**src/logic/rx_dma_defs.svh**
```systemverilog
// Receive DMA shared constants
// widths, tag range and completion decode codes
`ifndef RX_DMA_DEFS_SVH
`define RX_DMA_DEFS_SVH

// on-chip buffer address width, pointers carry one extra wrap bit
`define RX_BW 9

// tag index width, 8 outstanding reads
`define RX_OSRW 3

// upper tag bits owned by this block
`define RX_TAG_BASE 5'b00000

// completion with data, successful status
`define RX_CPLD_FMT_TYPE 7'b1001010
`define RX_CPL_SC 3'b000

// smallest read is 16 qw, doubled per max read request step up to 128
`define RX_MAX_QW_LOG 4

`endif

```
**src/logic/rx_dma_pkg.sv**
```systemverilog
// Receive DMA package
// completion beat decode and byte order helpers
package rx_dma_pkg;

    // one 64-bit TRN beat, seen raw or as one of the two header beats
    typedef union packed {
        logic [63:0] raw;
        struct packed {
            logic        rsv;
            logic [6:0]  fmt_type;
            logic [13:0] attr;       // tc, td/ep, attr bits
            logic [9:0]  len_dw;
            logic [15:0] cpl_id;
            logic [2:0]  status;
            logic        bcm;
            logic [11:0] byte_cnt;
        } hdr0;
        struct packed {
            logic [15:0] req_id;
            logic [7:0]  tag;
            logic        rsv;
            logic [6:0]  low_addr;
            logic [31:0] dw0;        // first payload dword
        } hdr1;
    } cpl_beat_u;

    function automatic logic [31:0] dw_swap(input logic [31:0] d);
        return {d[7:0], d[15:8], d[23:16], d[31:24]};
    endfunction

    function automatic logic [63:0] qw_swap(input logic [63:0] q);
        return {dw_swap(q[63:32]), dw_swap(q[31:0])};
    endfunction

endpackage

```
**src/logic/rx_dma_if.sv**
```systemverilog
// Receive DMA internal interfaces
// alloc_if opens a slot per read, slot_if reads and writes back a slot
`include "rx_dma_defs.svh"

interface alloc_if;
    logic                 new_rq;    // one cycle per acknowledged read
    logic [`RX_OSRW-1:0]  tag;
    logic [`RX_BW:0]      base;      // buffer pointer of the first qw
    logic [8:0]           len_qw;
    logic [`RX_OSRW:0]    done_cnt;  // requests committed so far

    modport engine  (output new_rq, tag, base, len_qw, input done_cnt);
    modport tracker (input new_rq, tag, base, len_qw, output done_cnt);
endinterface

interface slot_if;
    logic [`RX_OSRW-1:0]  look_tag;
    logic                 upd;
    logic [`RX_BW:0]      upd_addr;
    logic [9:0]           upd_rcv;   // qw completed by this update
    logic [31:0]          upd_saved;
    logic                 upd_saved_en;
    logic                 done;      // end of completion
    logic [`RX_BW:0]      cur_addr;
    logic [31:0]          cur_saved;
    logic                 cur_saved_en;

    modport writer  (output look_tag, upd, upd_addr, upd_rcv, upd_saved, upd_saved_en, done,
                     input cur_addr, cur_saved, cur_saved_en);
    modport tracker (input look_tag, upd, upd_addr, upd_rcv, upd_saved, upd_saved_en, done,
                     output cur_addr, cur_saved, cur_saved_en);
endinterface

```
**src/logic/rd_req_engine.sv**
```systemverilog
// Read request engine
// walks one host buffer descriptor and issues memory reads of at most the
// maximum read request size, held back by the outstanding count and by
// free space in the on-chip buffer
`include "rx_dma_defs.svh"

module rd_req_engine (
    input  logic                 clk,
    input  logic                 rst,
    input  logic [2:0]           cfg_max_rd_req_size,
    input  logic [63:0]          lbuf_addr,
    input  logic [31:0]          lbuf_len,   // quadwords
    input  logic                 lbuf_en,
    output logic                 lbuf_dn,
    input  logic [`RX_BW:0]      committed_cons,
    output logic [63:0]          hst_addr,
    output logic                 rd,
    output logic [8:0]           rd_qw,
    input  logic                 rd_ack,
    input  logic [`RX_OSRW-1:0]  rd_tag,
    alloc_if.engine              alloc
);
    localparam int PW     = `RX_BW + 1;
    localparam int MAX_OS = 1 << `RX_OSRW;

    localparam logic [2:0] E_IDLE  = 3'd0;
    localparam logic [2:0] E_CRED  = 3'd1;
    localparam logic [2:0] E_SIZE  = 3'd2;
    localparam logic [2:0] E_SPACE = 3'd3;
    localparam logic [2:0] E_RD    = 3'd4;
    localparam logic [2:0] E_GAP   = 3'd5;
    localparam logic [2:0] E_LAST  = 3'd6;

    logic [2:0]          state;
    logic [2:0]          mx_sel;
    logic [8:0]          mx_qw;
    logic [31:0]         len_reg;
    logic [31:0]         qw_cnt;
    logic [31:0]         qw_lft;
    logic [PW-1:0]       iprod;      // own producer, ahead of committed_prod
    logic [`RX_OSRW:0]   snt_rq;
    logic [`RX_OSRW:0]   os_req;
    logic [PW-1:0]       fill;
    logic [PW:0]         need;

    assign os_req = snt_rq - alloc.done_cnt;
    assign fill   = iprod - committed_cons;
    assign need   = {1'b0, fill} + (PW+1)'(rd_qw);   // fill level after this read

    // size setting and remaining length, one cycle behind
    always_ff @(posedge clk) begin
        mx_sel <= cfg_max_rd_req_size;
        mx_qw  <= 9'd1 << (`RX_MAX_QW_LOG + ((mx_sel > 3'd3) ? 3'd3 : mx_sel));
        qw_lft <= len_reg - qw_cnt;
    end

    //////////////////////////////////////////////////////////////////////
    // request FSM
    //////////////////////////////////////////////////////////////////////
    always_ff @(posedge clk) begin
        if (rst) begin
            state        <= E_IDLE;
            rd           <= 1'b0;
            lbuf_dn      <= 1'b0;
            alloc.new_rq <= 1'b0;
            iprod        <= '0;
            snt_rq       <= '0;
        end else begin
            lbuf_dn      <= 1'b0;
            alloc.new_rq <= 1'b0;
            case (state)
                E_IDLE: begin
                    hst_addr <= lbuf_addr;
                    len_reg  <= lbuf_len;
                    qw_cnt   <= '0;
                    if (lbuf_en) state <= E_CRED;
                end
                E_CRED: if (os_req < MAX_OS) state <= E_SIZE;
                E_SIZE: begin
                    rd_qw <= (qw_lft > 32'(mx_qw)) ? mx_qw : qw_lft[8:0];
                    state <= E_SPACE;
                end
                E_SPACE: begin
                    if (need <= (PW+1)'(1 << `RX_BW)) begin   // waits for the consumer
                        rd    <= 1'b1;
                        state <= E_RD;
                    end
                end
                E_RD: begin
                    if (rd_ack) begin
                        rd           <= 1'b0;
                        alloc.new_rq <= 1'b1;
                        alloc.tag    <= rd_tag;
                        alloc.base   <= iprod;
                        alloc.len_qw <= rd_qw;
                        iprod        <= iprod + PW'(rd_qw);
                        hst_addr     <= hst_addr + (64'(rd_qw) << 3);
                        qw_cnt       <= qw_cnt + 32'(rd_qw);
                        snt_rq       <= snt_rq + 1'b1;
                        state        <= E_GAP;
                    end
                end
                E_GAP: state <= E_LAST;   // qw_lft catches up
                E_LAST: begin
                    if (qw_lft != '0) begin
                        state <= E_CRED;
                    end else begin
                        lbuf_dn <= 1'b1;
                        state   <= E_IDLE;
                    end
                end
                default: state <= E_IDLE;
            endcase
        end
    end

endmodule

```
**src/logic/cpl_filter.sv**
```systemverilog
// Completion filter
// spots completions with data and good status whose tag belongs to this
// block, and hands length and tag index to the writer
`include "rx_dma_defs.svh"

module cpl_filter
    import rx_dma_pkg::*;
(
    input  logic                 clk,
    input  logic                 rst,
    input  logic [63:0]          trn_rd,
    input  logic                 trn_rsof_n,
    input  logic                 trn_rsrc_rdy_n,
    output logic                 cnsm,      // one cycle after the tag beat
    output logic [9:0]           tlp_len,   // dwords
    output logic [`RX_OSRW-1:0]  tlp_tag
);
    localparam logic [4:0] TAG_BASE = `RX_TAG_BASE;
    localparam logic       F_HDR0   = 1'b0;
    localparam logic       F_HDR1   = 1'b1;

    logic      state;
    cpl_beat_u beat;

    assign beat = cpl_beat_u'(trn_rd);

    always_ff @(posedge clk) begin
        if (rst) begin
            state <= F_HDR0;
            cnsm  <= 1'b0;
        end else begin
            cnsm <= 1'b0;
            case (state)
                F_HDR0: begin
                    if (!trn_rsrc_rdy_n && !trn_rsof_n) begin
                        tlp_len <= beat.hdr0.len_dw;
                        if (beat.hdr0.fmt_type == `RX_CPLD_FMT_TYPE &&
                            beat.hdr0.status == `RX_CPL_SC) state <= F_HDR1;
                    end
                end
                F_HDR1: begin
                    if (!trn_rsrc_rdy_n) begin
                        tlp_tag <= beat.hdr1.tag[`RX_OSRW-1:0];
                        if (beat.hdr1.tag[7:`RX_OSRW] == TAG_BASE) cnsm <= 1'b1;
                        state <= F_HDR0;   // foreign tags are dropped here
                    end
                end
            endcase
        end
    end

endmodule

```
**src/logic/cpl_writer.sv**
```systemverilog
// Completion writer
// realigns the dword payload of a completion into quadword buffer writes,
// joining halves carried over from an earlier completion of the same tag
`include "rx_dma_defs.svh"

module cpl_writer
    import rx_dma_pkg::*;
(
    input  logic                 clk,
    input  logic                 rst,
    input  logic [63:0]          trn_rd,
    input  logic                 trn_reof_n,
    input  logic                 trn_rsrc_rdy_n,
    input  logic                 cnsm,
    input  logic [9:0]           tlp_len,
    input  logic [`RX_OSRW-1:0]  tlp_tag,
    output logic                 wr_en,
    output logic [`RX_BW-1:0]    wr_addr,
    output logic [63:0]          wr_data,
    slot_if.writer               slot
);
    localparam int   PW     = `RX_BW + 1;
    localparam logic W_IDLE = 1'b0;
    localparam logic W_DATA = 1'b1;

    logic                 state;
    cpl_beat_u            beat_q;
    logic                 vld_q;
    logic                 eof_q;
    logic [`RX_OSRW-1:0]  tag_q;
    logic                 sv_mode;     // a saved half opened this completion
    logic                 odd_len;
    logic [PW-1:0]        wr_ptr;
    logic [PW-1:0]        nxt_addr_q;
    logic [9:0]           nxt_rcv_q;
    logic [9:0]           step;
    logic [31:0]          aux;         // even dword waiting for its partner

    assign slot.look_tag = cnsm ? tlp_tag : tag_q;
    assign step = 10'((11'(tlp_len) + 11'(slot.cur_saved_en)) >> 1);

    always_ff @(posedge clk) begin
        beat_q <= cpl_beat_u'(trn_rd);
        eof_q  <= !trn_reof_n;
    end

    always_ff @(posedge clk) begin
        if (rst) begin
            state     <= W_IDLE;
            vld_q     <= 1'b0;
            wr_en     <= 1'b0;
            slot.upd  <= 1'b0;
            slot.done <= 1'b0;
        end else begin
            vld_q     <= !trn_rsrc_rdy_n;
            wr_en     <= 1'b0;
            slot.upd  <= 1'b0;
            slot.done <= 1'b0;
            case (state)
                W_IDLE: begin
                    if (cnsm) begin   // beat_q holds the tag beat with p0
                        tag_q      <= tlp_tag;
                        sv_mode    <= slot.cur_saved_en;
                        odd_len    <= tlp_len[0];
                        nxt_addr_q <= slot.cur_addr + PW'(step);
                        nxt_rcv_q  <= step;
                        aux        <= beat_q.hdr1.dw0;
                        wr_ptr     <= slot.cur_addr + PW'(slot.cur_saved_en);
                        wr_en      <= slot.cur_saved_en;          // close the saved qw
                        wr_addr    <= slot.cur_addr[`RX_BW-1:0];
                        wr_data    <= {dw_swap(beat_q.hdr1.dw0), slot.cur_saved};
                        slot.upd   <= 1'b1;
                        if (eof_q) begin   // single dword payload
                            slot.done         <= 1'b1;
                            slot.upd_addr     <= slot.cur_addr + PW'(step);
                            slot.upd_rcv      <= step;
                            slot.upd_saved    <= dw_swap(beat_q.hdr1.dw0);
                            slot.upd_saved_en <= tlp_len[0] ^ slot.cur_saved_en;
                        end else begin     // start mark, slot unchanged
                            slot.upd_addr     <= slot.cur_addr;
                            slot.upd_rcv      <= '0;
                            slot.upd_saved    <= slot.cur_saved;
                            slot.upd_saved_en <= slot.cur_saved_en;
                            state             <= W_DATA;
                        end
                    end
                end
                W_DATA: begin
                    if (vld_q) begin
                        wr_en   <= !(eof_q && sv_mode && !odd_len);   // lone tail is saved
                        wr_addr <= wr_ptr[`RX_BW-1:0];
                        wr_data <= sv_mode ? qw_swap({beat_q.raw[31:0], beat_q.raw[63:32]})
                                           : qw_swap({beat_q.raw[63:32], aux});
                        wr_ptr  <= wr_ptr + 1'b1;
                        aux     <= beat_q.raw[31:0];
                        if (eof_q) begin
                            slot.upd          <= 1'b1;
                            slot.done         <= 1'b1;
                            slot.upd_addr     <= nxt_addr_q;
                            slot.upd_rcv      <= nxt_rcv_q;
                            slot.upd_saved    <= dw_swap(sv_mode ? beat_q.raw[63:32]
                                                                 : beat_q.raw[31:0]);
                            slot.upd_saved_en <= sv_mode ^ odd_len;
                            state             <= W_IDLE;
                        end
                    end
                end
            endcase
        end
    end

endmodule

```
**src/logic/cpl_tracker.sv**
```systemverilog
// Completion tracker
// per-tag slot table; walks the tags in request order and moves the
// committed producer pointer as the oldest request fills
`include "rx_dma_defs.svh"

module cpl_tracker (
    input  logic              clk,
    input  logic              rst,
    output logic [`RX_BW:0]   committed_prod,
    alloc_if.tracker          alloc,
    slot_if.tracker           slot
);
    localparam int   PW       = `RX_BW + 1;
    localparam int   NTAG     = 1 << `RX_OSRW;
    localparam logic C_WAIT   = 1'b0;
    localparam logic C_RETIRE = 1'b1;

    logic [PW-1:0]        st_ptr  [NTAG];
    logic [PW-1:0]        wr_ptr  [NTAG];
    logic [8:0]           rq_len  [NTAG];
    logic [9:0]           rcv_len [NTAG];
    logic [31:0]          saved   [NTAG];
    logic [NTAG-1:0]      saved_en;
    logic [NTAG-1:0]      ready;
    logic                 state;
    logic [`RX_OSRW-1:0]  trgt;        // oldest open request
    logic                 hit;

    assign slot.cur_addr     = wr_ptr[slot.look_tag];
    assign slot.cur_saved    = saved[slot.look_tag];
    assign slot.cur_saved_en = saved_en[slot.look_tag];

    assign hit = slot.done && (slot.look_tag == trgt);

    // slot contents
    always_ff @(posedge clk) begin
        if (alloc.new_rq) begin
            st_ptr[alloc.tag]   <= alloc.base;
            wr_ptr[alloc.tag]   <= alloc.base;
            rq_len[alloc.tag]   <= alloc.len_qw;
            rcv_len[alloc.tag]  <= '0;
            saved_en[alloc.tag] <= 1'b0;
        end
        if (slot.upd) begin
            wr_ptr[slot.look_tag]   <= slot.upd_addr;
            rcv_len[slot.look_tag]  <= rcv_len[slot.look_tag] + slot.upd_rcv;
            saved[slot.look_tag]    <= slot.upd_saved;
            saved_en[slot.look_tag] <= slot.upd_saved_en;
        end
    end

    //////////////////////////////////////////////////////////////////////
    // in-order commit
    //////////////////////////////////////////////////////////////////////
    always_ff @(posedge clk) begin
        if (rst) begin
            state          <= C_WAIT;
            trgt           <= '0;
            ready          <= '0;
            alloc.done_cnt <= '0;
            committed_prod <= '0;
        end else begin
            if (alloc.new_rq) ready[alloc.tag] <= 1'b0;
            if (slot.upd && !slot.done) ready[slot.look_tag] <= 1'b0;   // completion started
            if (slot.done) ready[slot.look_tag] <= 1'b1;
            case (state)
                C_WAIT: begin
                    if (hit || ready[trgt])
                        committed_prod <= hit ? slot.upd_addr : wr_ptr[trgt];
                    if (ready[trgt] && rcv_len[trgt] == {1'b0, rq_len[trgt]})
                        state <= C_RETIRE;
                end
                C_RETIRE: begin
                    committed_prod <= st_ptr[trgt] + PW'(rq_len[trgt]);
                    ready[trgt]    <= 1'b0;
                    trgt           <= trgt + 1'b1;
                    alloc.done_cnt <= alloc.done_cnt + 1'b1;
                    state          <= C_WAIT;
                end
            endcase
        end
    end

endmodule

```
**src/logic/rx_dma_top.sv**
```systemverilog
// Receive DMA top level
// host-to-card DMA for a 64-bit TRN endpoint: read request engine,
// completion filter, payload writer and in-order commit tracker
`include "rx_dma_defs.svh"

module rx_dma_top (
    input  logic                 clk,
    input  logic                 rst,
    // TRN receive
    input  logic [63:0]          trn_rd,
    input  logic                 trn_rsof_n,
    input  logic                 trn_reof_n,
    input  logic                 trn_rsrc_rdy_n,
    input  logic [2:0]           cfg_max_rd_req_size,
    // descriptor
    input  logic [63:0]          lbuf_addr,
    input  logic [31:0]          lbuf_len,
    input  logic                 lbuf_en,
    output logic                 lbuf_dn,
    // buffer pointers and write port
    output logic [`RX_BW:0]      committed_prod,
    input  logic [`RX_BW:0]      committed_cons,
    output logic                 wr_en,
    output logic [`RX_BW-1:0]    wr_addr,
    output logic [63:0]          wr_data,
    // memory read requests
    output logic [63:0]          hst_addr,
    output logic                 rd,
    output logic [8:0]           rd_qw,
    input  logic                 rd_ack,
    input  logic [`RX_OSRW-1:0]  rd_tag
);
    alloc_if alloc_i ();
    slot_if  slot_i ();

    logic                 cnsm;
    logic [9:0]           tlp_len;
    logic [`RX_OSRW-1:0]  tlp_tag;

    rd_req_engine engine_i (
        .clk, .rst, .cfg_max_rd_req_size, .lbuf_addr, .lbuf_len, .lbuf_en, .lbuf_dn,
        .committed_cons, .hst_addr, .rd, .rd_qw, .rd_ack, .rd_tag,
        .alloc (alloc_i.engine)
    );

    cpl_filter filter_i (
        .clk, .rst, .trn_rd, .trn_rsof_n, .trn_rsrc_rdy_n, .cnsm, .tlp_len, .tlp_tag
    );

    cpl_writer writer_i (
        .clk, .rst, .trn_rd, .trn_reof_n, .trn_rsrc_rdy_n, .cnsm, .tlp_len, .tlp_tag,
        .wr_en, .wr_addr, .wr_data,
        .slot (slot_i.writer)
    );

    cpl_tracker tracker_i (
        .clk, .rst, .committed_prod,
        .alloc (alloc_i.tracker),
        .slot  (slot_i.tracker)
    );

endmodule

```
**config.mk**
```make
export PLATFORM = sky130hd
export DESIGN_NAME = rx_dma_top
export DESIGN_NICKNAME = d
export VERILOG_FILES = /design/src/logic/rx_dma_pkg.sv /design/src/logic/rx_dma_if.sv /design/src/logic/rd_req_engine.sv /design/src/logic/cpl_filter.sv /design/src/logic/cpl_writer.sv /design/src/logic/cpl_tracker.sv /design/src/logic/rx_dma_top.sv
export VERILOG_INCLUDE_DIRS = /design/src /design/src/logic
export SDC_FILE = /design/constraint.sdc
export NUM_CORES = 2
export LEC_CHECK = 0
export ABC_CLOCK_PERIOD_IN_PS = 12400
export BUFFER_PORTS_ARGS = -buffer_cell sky130_fd_sc_hd__buf_4
export CAP_MARGIN = 20
export CORE_MARGIN = 4
export CORE_UTILIZATION = 45
export DETAILED_ROUTE_END_ITERATION = 16
export PLACE_DENSITY_LB_ADDON = 0.25
export SLEW_MARGIN = 10
export SYNTH_ARGS = -nofsm -noshare
export SYNTH_HDL_FRONTEND = slang
export SYNTH_SLANG_ARGS = --single-unit
export TNS_END_PERCENT = 100
```
**constraint.sdc**
```tcl
create_clock -name clk -period 12.4 [get_ports clk]
set_input_delay 2.48 -clock clk [delete_from_list [all_inputs] [get_ports clk]]
set_output_delay 2.48 -clock clk [all_outputs]
set_load 0.1 [all_outputs]
```
Word level (Yosys, flattened, before mapping)
Memories as Yosys holds them, arrays and structs flattened. A register that Yosys moved wholly into a read port is not among the register bits. Cells that the tools add are included.

Register bits after elaboration: 535. Memory bits (writable): 568. Bits of input ports: 183. Output and inout bits: 159. Word-level logic and storage cells: 259. Memories kept: 5.

Add/sub/neg operators: 17. $lt $le $gt $ge: 10. Eq/ne operators: 17. Shift operators: 1. Mux-type cells: 107. Bitwise operators: 17. Reduce and logical (&&, ||, !) cells: 39.

Memory list: tracker_i.saved (depth 8, width 32, read ports 1, clocked after memory_dff 0, write ports 1, RTL line cpl_tracker.sv:22) `logic [31:0] saved [NTAG];`; tracker_i.rcv_len (depth 8, width 10, read ports 2, clocked after memory_dff 1, write ports 2, RTL line cpl_tracker.sv:21) `logic [9:0] rcv_len [NTAG];`; tracker_i.st_ptr (depth 8, width 10, read ports 1, clocked after memory_dff 1, write ports 1, RTL line cpl_tracker.sv:18) `logic [PW-1:0] st_ptr [NTAG];`; tracker_i.wr_ptr (depth 8, width 10, read ports 2, clocked after memory_dff 1, write ports 2, RTL line cpl_tracker.sv:19) `logic [PW-1:0] wr_ptr [NTAG];`; tracker_i.rq_len (depth 8, width 9, read ports 1, clocked after memory_dff 1, write ports 1, RTL line cpl_tracker.sv:20) `logic [8:0] rq_len [NTAG];`.

Operators by type and width (number): 2-to-1 mux 32 bit (8); 2-to-1 mux 64 bit (4); case mux 64 bit (2 select lines) (2); case mux 32 bit (2 select lines) (3); 2-to-1 mux 10 bit (12); case mux 10 bit (2 select lines) (4); 2-to-1 mux 8 bit (9); adder 64 x 12 -> 64 bit (1); 2-to-1 mux 3 bit (14); adder 3 x 32 -> 32 bit, first input constant (1); adder 32 x 9 -> 32 bit (1); AND 8 bit (4); > comparator 32 x 9 -> 1 bit (1); 2-to-1 mux 1 bit (32); nonzero test 32 bit (1); left shift 1 x 32 -> 9 bit, first input constant (1); subtractor 32 bit (1); 2-to-1 mux 9 bit (3); inverter 8 bit (3); case mux 3 bit (7 select lines) (1); AND reduction 3 bit (7); adder 10 bit (2); adder 10 x 9 -> 10 bit (2); case mux 9 bit (2 select lines) (1); other kinds (38) (90).

Depth between registers and ports, before layout
Depth in word-level cells: 16. Mapped depth: 24. Depth with buffers taken out: 21.

Cells and area by module
Synthesis repeated with hierarchy kept, for this count alone.

Cells, all modules: 3627. Area total of the unflattened synthesis: 49617.6 µm².

Modules (own cells, without submodules): cpl_tracker (instances 1, cells an instance 1591, area each 25829.8 µm², sequential area each 17797.1 µm²); rd_req_engine (instances 1, cells an instance 1233, area each 12528.3 µm², sequential area each 5995.8 µm²); cpl_writer (instances 1, cells an instance 777, area each 10741.6 µm², sequential area each 7166.9 µm²); cpl_filter (instances 1, cells an instance 26, area each 518.0 µm², sequential area each 430.4 µm²).

Worst setup path before layout
OpenSTA, ideal clock, no wires.

Path kind: input to register. Start: in rst. End: reg engine_i.hst_addr[10] (enable). Setup time: 0.773 ns. Data arrival time: 11.681 ns. Data required time: 11.627 ns. Path slack: -0.055 ns. Cell stages on the path: 3. Buffers on the path: 2. Path through: clkbuf_1 > clkbuf_1 > nor4_1.

Word-level cells in the longest chain between the ends: 2.

Ends and longest elaborated chain: start: declaration (RTL line rx_dma_top.sv:8) `input logic rst,`; inverter 1 bit (no line); AND reduction 3 bit (no line); end signal: assignment (RTL line rd_req_engine.sv:73) `hst_addr <= lbuf_addr;`; end signal: assignment (RTL line rd_req_engine.sv:97) `hst_addr <= hst_addr + (64'(rd_qw) << 3);`; end: declaration (RTL line rd_req_engine.sv:16) `output logic [63:0] hst_addr,`.

No other way between the ends. A chain may end at the register's enable or synchronous reset.

Worst setup path in the final report
Start: reg filter_i.cnsm. End: reg writer_i.slot.upd_addr[9], data pin.

Word-level cells in the longest chain between the ends: 8. Elaborated cells on any way between the ends: 9. Those cells by class: add/sub: 2; mux: 6; memory: 1.

Ends and longest elaborated chain: start: declaration (RTL line cpl_filter.sv:14) `output logic cnsm,`; start signal: assignment (RTL line cpl_filter.sv:30) `cnsm <= 1'b0;`; start signal: assignment (RTL line cpl_filter.sv:32) `cnsm <= 1'b0;`; start signal: assignment (RTL line cpl_filter.sv:44) `` if (beat.hdr1.tag[7:`RX_OSRW] == TAG_BASE) cnsm <= 1'b1; ``; 2-to-1 mux 3 bit; binary-select mux 1 bit (select 3 bit) (RTL line cpl_tracker.sv:31) `assign slot.cur_saved_en = saved_en[slot.look_tag];`; 2-to-1 mux 1 bit (not written as such) (RTL line cpl_tracker.sv:31); via slot_i.cur_saved_en (RTL line rx_dma_if.sv:26) `logic cur_saved_en;`; adder 10 x 1 -> 11 bit (RTL line cpl_writer.sv:40) `assign step = 10'((11'(tlp_len) + 11'(slot.cur_saved_en)) >> 1);`; via writer_i.step[1] (RTL line cpl_writer.sv:36) `logic [9:0] step;`; adder 10 bit (RTL line cpl_writer.sv:75) `slot.upd_addr <= slot.cur_addr + PW'(step);`; 2-to-1 mux 10 bit (RTL line cpl_writer.sv:73) `if (eof_q) begin`; 2-to-1 mux 10 bit (RTL line cpl_writer.sv:61) `if (cnsm) begin`; case mux 10 bit (2 select lines) (RTL line cpl_writer.sv:59) `case (state)`; end signal: assignment (RTL line cpl_writer.sv:75); end signal: assignment (RTL line cpl_writer.sv:80) `slot.upd_addr <= slot.cur_addr;`; end signal: assignment (RTL line cpl_writer.sv:99) `slot.upd_addr <= nxt_addr_q;`; end: declaration (RTL line rx_dma_if.sv:28) `modport writer (output look_tag, upd, upd_addr, upd_rcv, upd_saved, upd_saved_en, done,`.

The timed path passes the listed nets, and every way through them passes these cells. The select of a mux whose other input is x is not followed.

==> out/qor.txt <==
Synth Area in XOR/XNOR = 0.0346
reg-to-reg slack, setup = 6200 ps
initial antenna violation count = 2
vias in the first global route = 31,300
Crit path depth = 20
Total Routing Usage GR = 0.219
wire per inst = 23.4 um
area of the core = 0.109 mm2
cts-stage hold buffer count = 0
status = completed
Hold WC Path Type = flip-flop to flip-flop
number of synthesized flops with an enable pin = 932
reg-to-reg endpoint = writer_i.slot.upd_addr[9]$_DFFE_PP_
final instance area = 0.0574 mm2
worst IR drop on VDD = 0.119 mV
Detailed Place HPWL = 82,300 um
Synth Area in Simple Gates = 0.0862
Placed Area = 0.0534 mm2
area share of the largest cell type after synthesis = 0.567
Worst-path clk slew = 60 ps
Worst Max-Slew Pin Slew = 1090 ps
Yosys warning total = 0
Worst-Skew Late Latency = 710 ps
vias after detailed routing = 31,500
total global routing overflow = 0
GPL Wtd Cong = 0.896
compound-gate portion of the synthesized area = 0.0892
number of DRC markers in iteration 0 = 3,129
post-route ant nets = 0
CP Data Required Time = 12,810 ps
die height = 339 um
final wirelength = 129,000 um
min Tclk post-route = 6200 ps
NetSw = 2060 uW
Power Density = 149 mW/mm2
unrepaired setup endpoints after global routing = false
# port buffers = 341
asr flop ratio synth = 0
cts bufs inserted = 115
average size of a mapped cell = 13.4 um2
endpoints failing hold = 0
crit end category = flip-flop
synthesized area = 0.0493 mm2
Synth-to-Final Area Change = 16.3%
root buf cell = clkbuf_16
Vias/cell = 5.72
CP most frequent cell = ha_1
cell count after synthesis = 3,669
commonest cells in the netlist = edfxtp_1 (932), nand2_1 (337), nor2_1 (227)
FF-to-FF path depth = 20
relative slew slack = 0.273
Comb power frac = 0.092
die area = 0.115 mm2
worst hold slack = 470 ps
number of H-tree levels = 3
total setup buffers inserted after CTS = 0
Max Slew Vio Count = 0
R2R Path Start = filter_i.cnsm$_SDFF_PP0_
TritonRoute pass-1 iters = 7
pin count of the biggest net entering global routing = 110
Final WS setup = 6200 ps
Fill cells = 9,090
Crit path arrival time = 6610 ps
final core occ = 0.527
MaxCap Viol Count = 0
clk sinks = 1,102
post-route setup TNS = 0 ps
worst-path maximum fanout = 15
Setup CP Type = flip-flop to flip-flop
Unique masters post-synth = 91
Top delay family on crit path = compound AO/OA/AOI/OAI gates
end point of the critical path = writer_i.slot.upd_addr[9]$_DFFE_PP_
sequential area share after synthesis = 0.636
Synth area leader = edfxtp_1
Clock Path Buffers = 3
fin nets = 4,307
crit start category = flip-flop
row cnt = 121
chip width = 339 um
Leak Pwr = 0.0204 uW
mux share of post-synthesis cell area = 0.0922
Buf+Inv Stages, Crit Path = 2
first-pass GRT wire length = 193,000 um
Synth Register Bits = 1,102
slowest stage delay, CP = 900 ps
cell with the most instances after synthesis = edfxtp_1
DR DRC count = 0
# diodes = 0
fin crit share = 0.500
setup violators final = 0
slowest CP cell = mux2i_2
post_cts resized = 0
largest family of logic cells by synthesized area = multiplexers
Largest Register = tracker_i.saved
sequential share of power = 0.489
IO Pins = 342
Starting Density = 0.453
CTS tree = yes
internal power component = 6500 uW
Net Sw Frac = 0.240
top post-synthesis cells by area = edfxtp_1 (57%), dfxtp_1 (6.9%), mux4_2 (3.7%)
Synth Flop Type = edfxtp_1
skew final = 32.2 ps
Place WS = 6320 ps
Peak Freq = 161 MHz
crit-path cells = mux2i_2, inv_2, nor2_1, nand2_1, o22ai_1, or4_1, inv_1, ha_1, ha_1, xor2_1, ha_1, a21o_1, a21oi_1, o21bai_1, a21oi_1, o21a_1, o211ai_1, nand2_1, xnor2_1, o21ai_0
Clock power frac = 0.419
layout cells sized above 1 = 0.211
Worst Setup SP = filter_i.cnsm$_SDFF_PP0_
adder-cell share of the synthesized area = 0.0340
max FFs per register = 256
-- cell type report --
cell class / instances / area (um2) / share of cell area
clock buffer: 154 / 3210 / 0.0559
tap: 1414 / 1770 / 0.0308
clock inverter: 65 / 756 / 0.0132
sequential: 1102 / 31400 / 0.547
inverter: 135 / 509 / 0.00888
timing repair buffer: 400 / 3010 / 0.0525
multi-input combinational: 2242 / 16700 / 0.291
-- layout by cell type (no fill, tap or decap), types with 17 or more instances in the layout --
cell type / instances
mux2_2: 146
nand4_1: 44
a22oi_1: 132
edfxtp_1: 932
clkbuf_1: 23
ha_1: 119
nand2_1: 336
dfxtp_1: 166
and2_1: 17
and3_1: 56
o21ai_1: 29
o22ai_1: 44
mux4_2: 80
a21o_1: 31
xnor2_1: 122
a211oi_1: 34
buf_4: 399
nand3_1: 71
nor4_1: 28
nor2b_1: 20
nor2_1: 225
nor3_1: 40
clkbuf_16: 117
mux2i_1: 91
a21oi_1: 137
inv_1: 127
xor2_1: 71
o21ai_0: 142
clkinv_2: 24
-- routing by layer --
metal / up-vias / global-route usage / share of wire
li1: 14500 / - / -
met1: 15500 / 0.290 / 0.41
met2: 1191 / 0.370 / 0.49
met3: 241 / 0.0368 / 0.068
met4: 0 / 0.0674 / 0.032
met5: - / 0 / 0
-- logic make-up after synthesis --
kind of cell | count (synthesis)
mux | 332
flops | 1102
compound gates | 679
buf+inv | 326
xor+xnor | 194
simple gates | 906
fa+ha+maj | 129
other cells | 1
-- metrics by stage --
step / power (uW) / std cells
finish: 8550 / 5512
CTS: 8620 / 5512
global placement: 5030 / 5292
floorplan: 4810 / 3670
global route: 8860 / 5512
detailed placement: 5040 / 5293
-- worst min path at each step --
stage                                           start                      endpoint  slack [ps]  cells past startpoint
final                      writer_i.beat_q[9]$_DFF_P_     writer_i.aux[9]$_DFFE_PP_         470                      0
after detailed placement   writer_i.beat_q[9]$_DFF_P_     writer_i.aux[9]$_DFFE_PP_         460                      0
after global routing       writer_i.beat_q[8]$_DFF_P_     writer_i.aux[8]$_DFFE_PP_         500                      0
after CTS                  writer_i.beat_q[9]$_DFF_P_     writer_i.aux[9]$_DFFE_PP_         480                      0
after global placement    writer_i.beat_q[10]$_DFF_P_    writer_i.aux[10]$_DFFE_PP_         460                      0
after floorplan            engine_i.mx_sel[0]$_DFF_P_  engine_i.mx_qw[4]$_SDFF_PP0_         430                      1
-- power by group through the flow --
stage | Sequential (uW) | Clock (uW) | Combinational (uW)
after floorplan | 4390 | 0 | 420
after global placement | 4260 | 0 | 778
after detailed placement | 4260 | 0 | 786
after CTS | 4180 | 3650 | 789
after global routing | 4190 | 3810 | 860
final | 4180 | 3590 | 786
(Power assumes the default switching activity.)
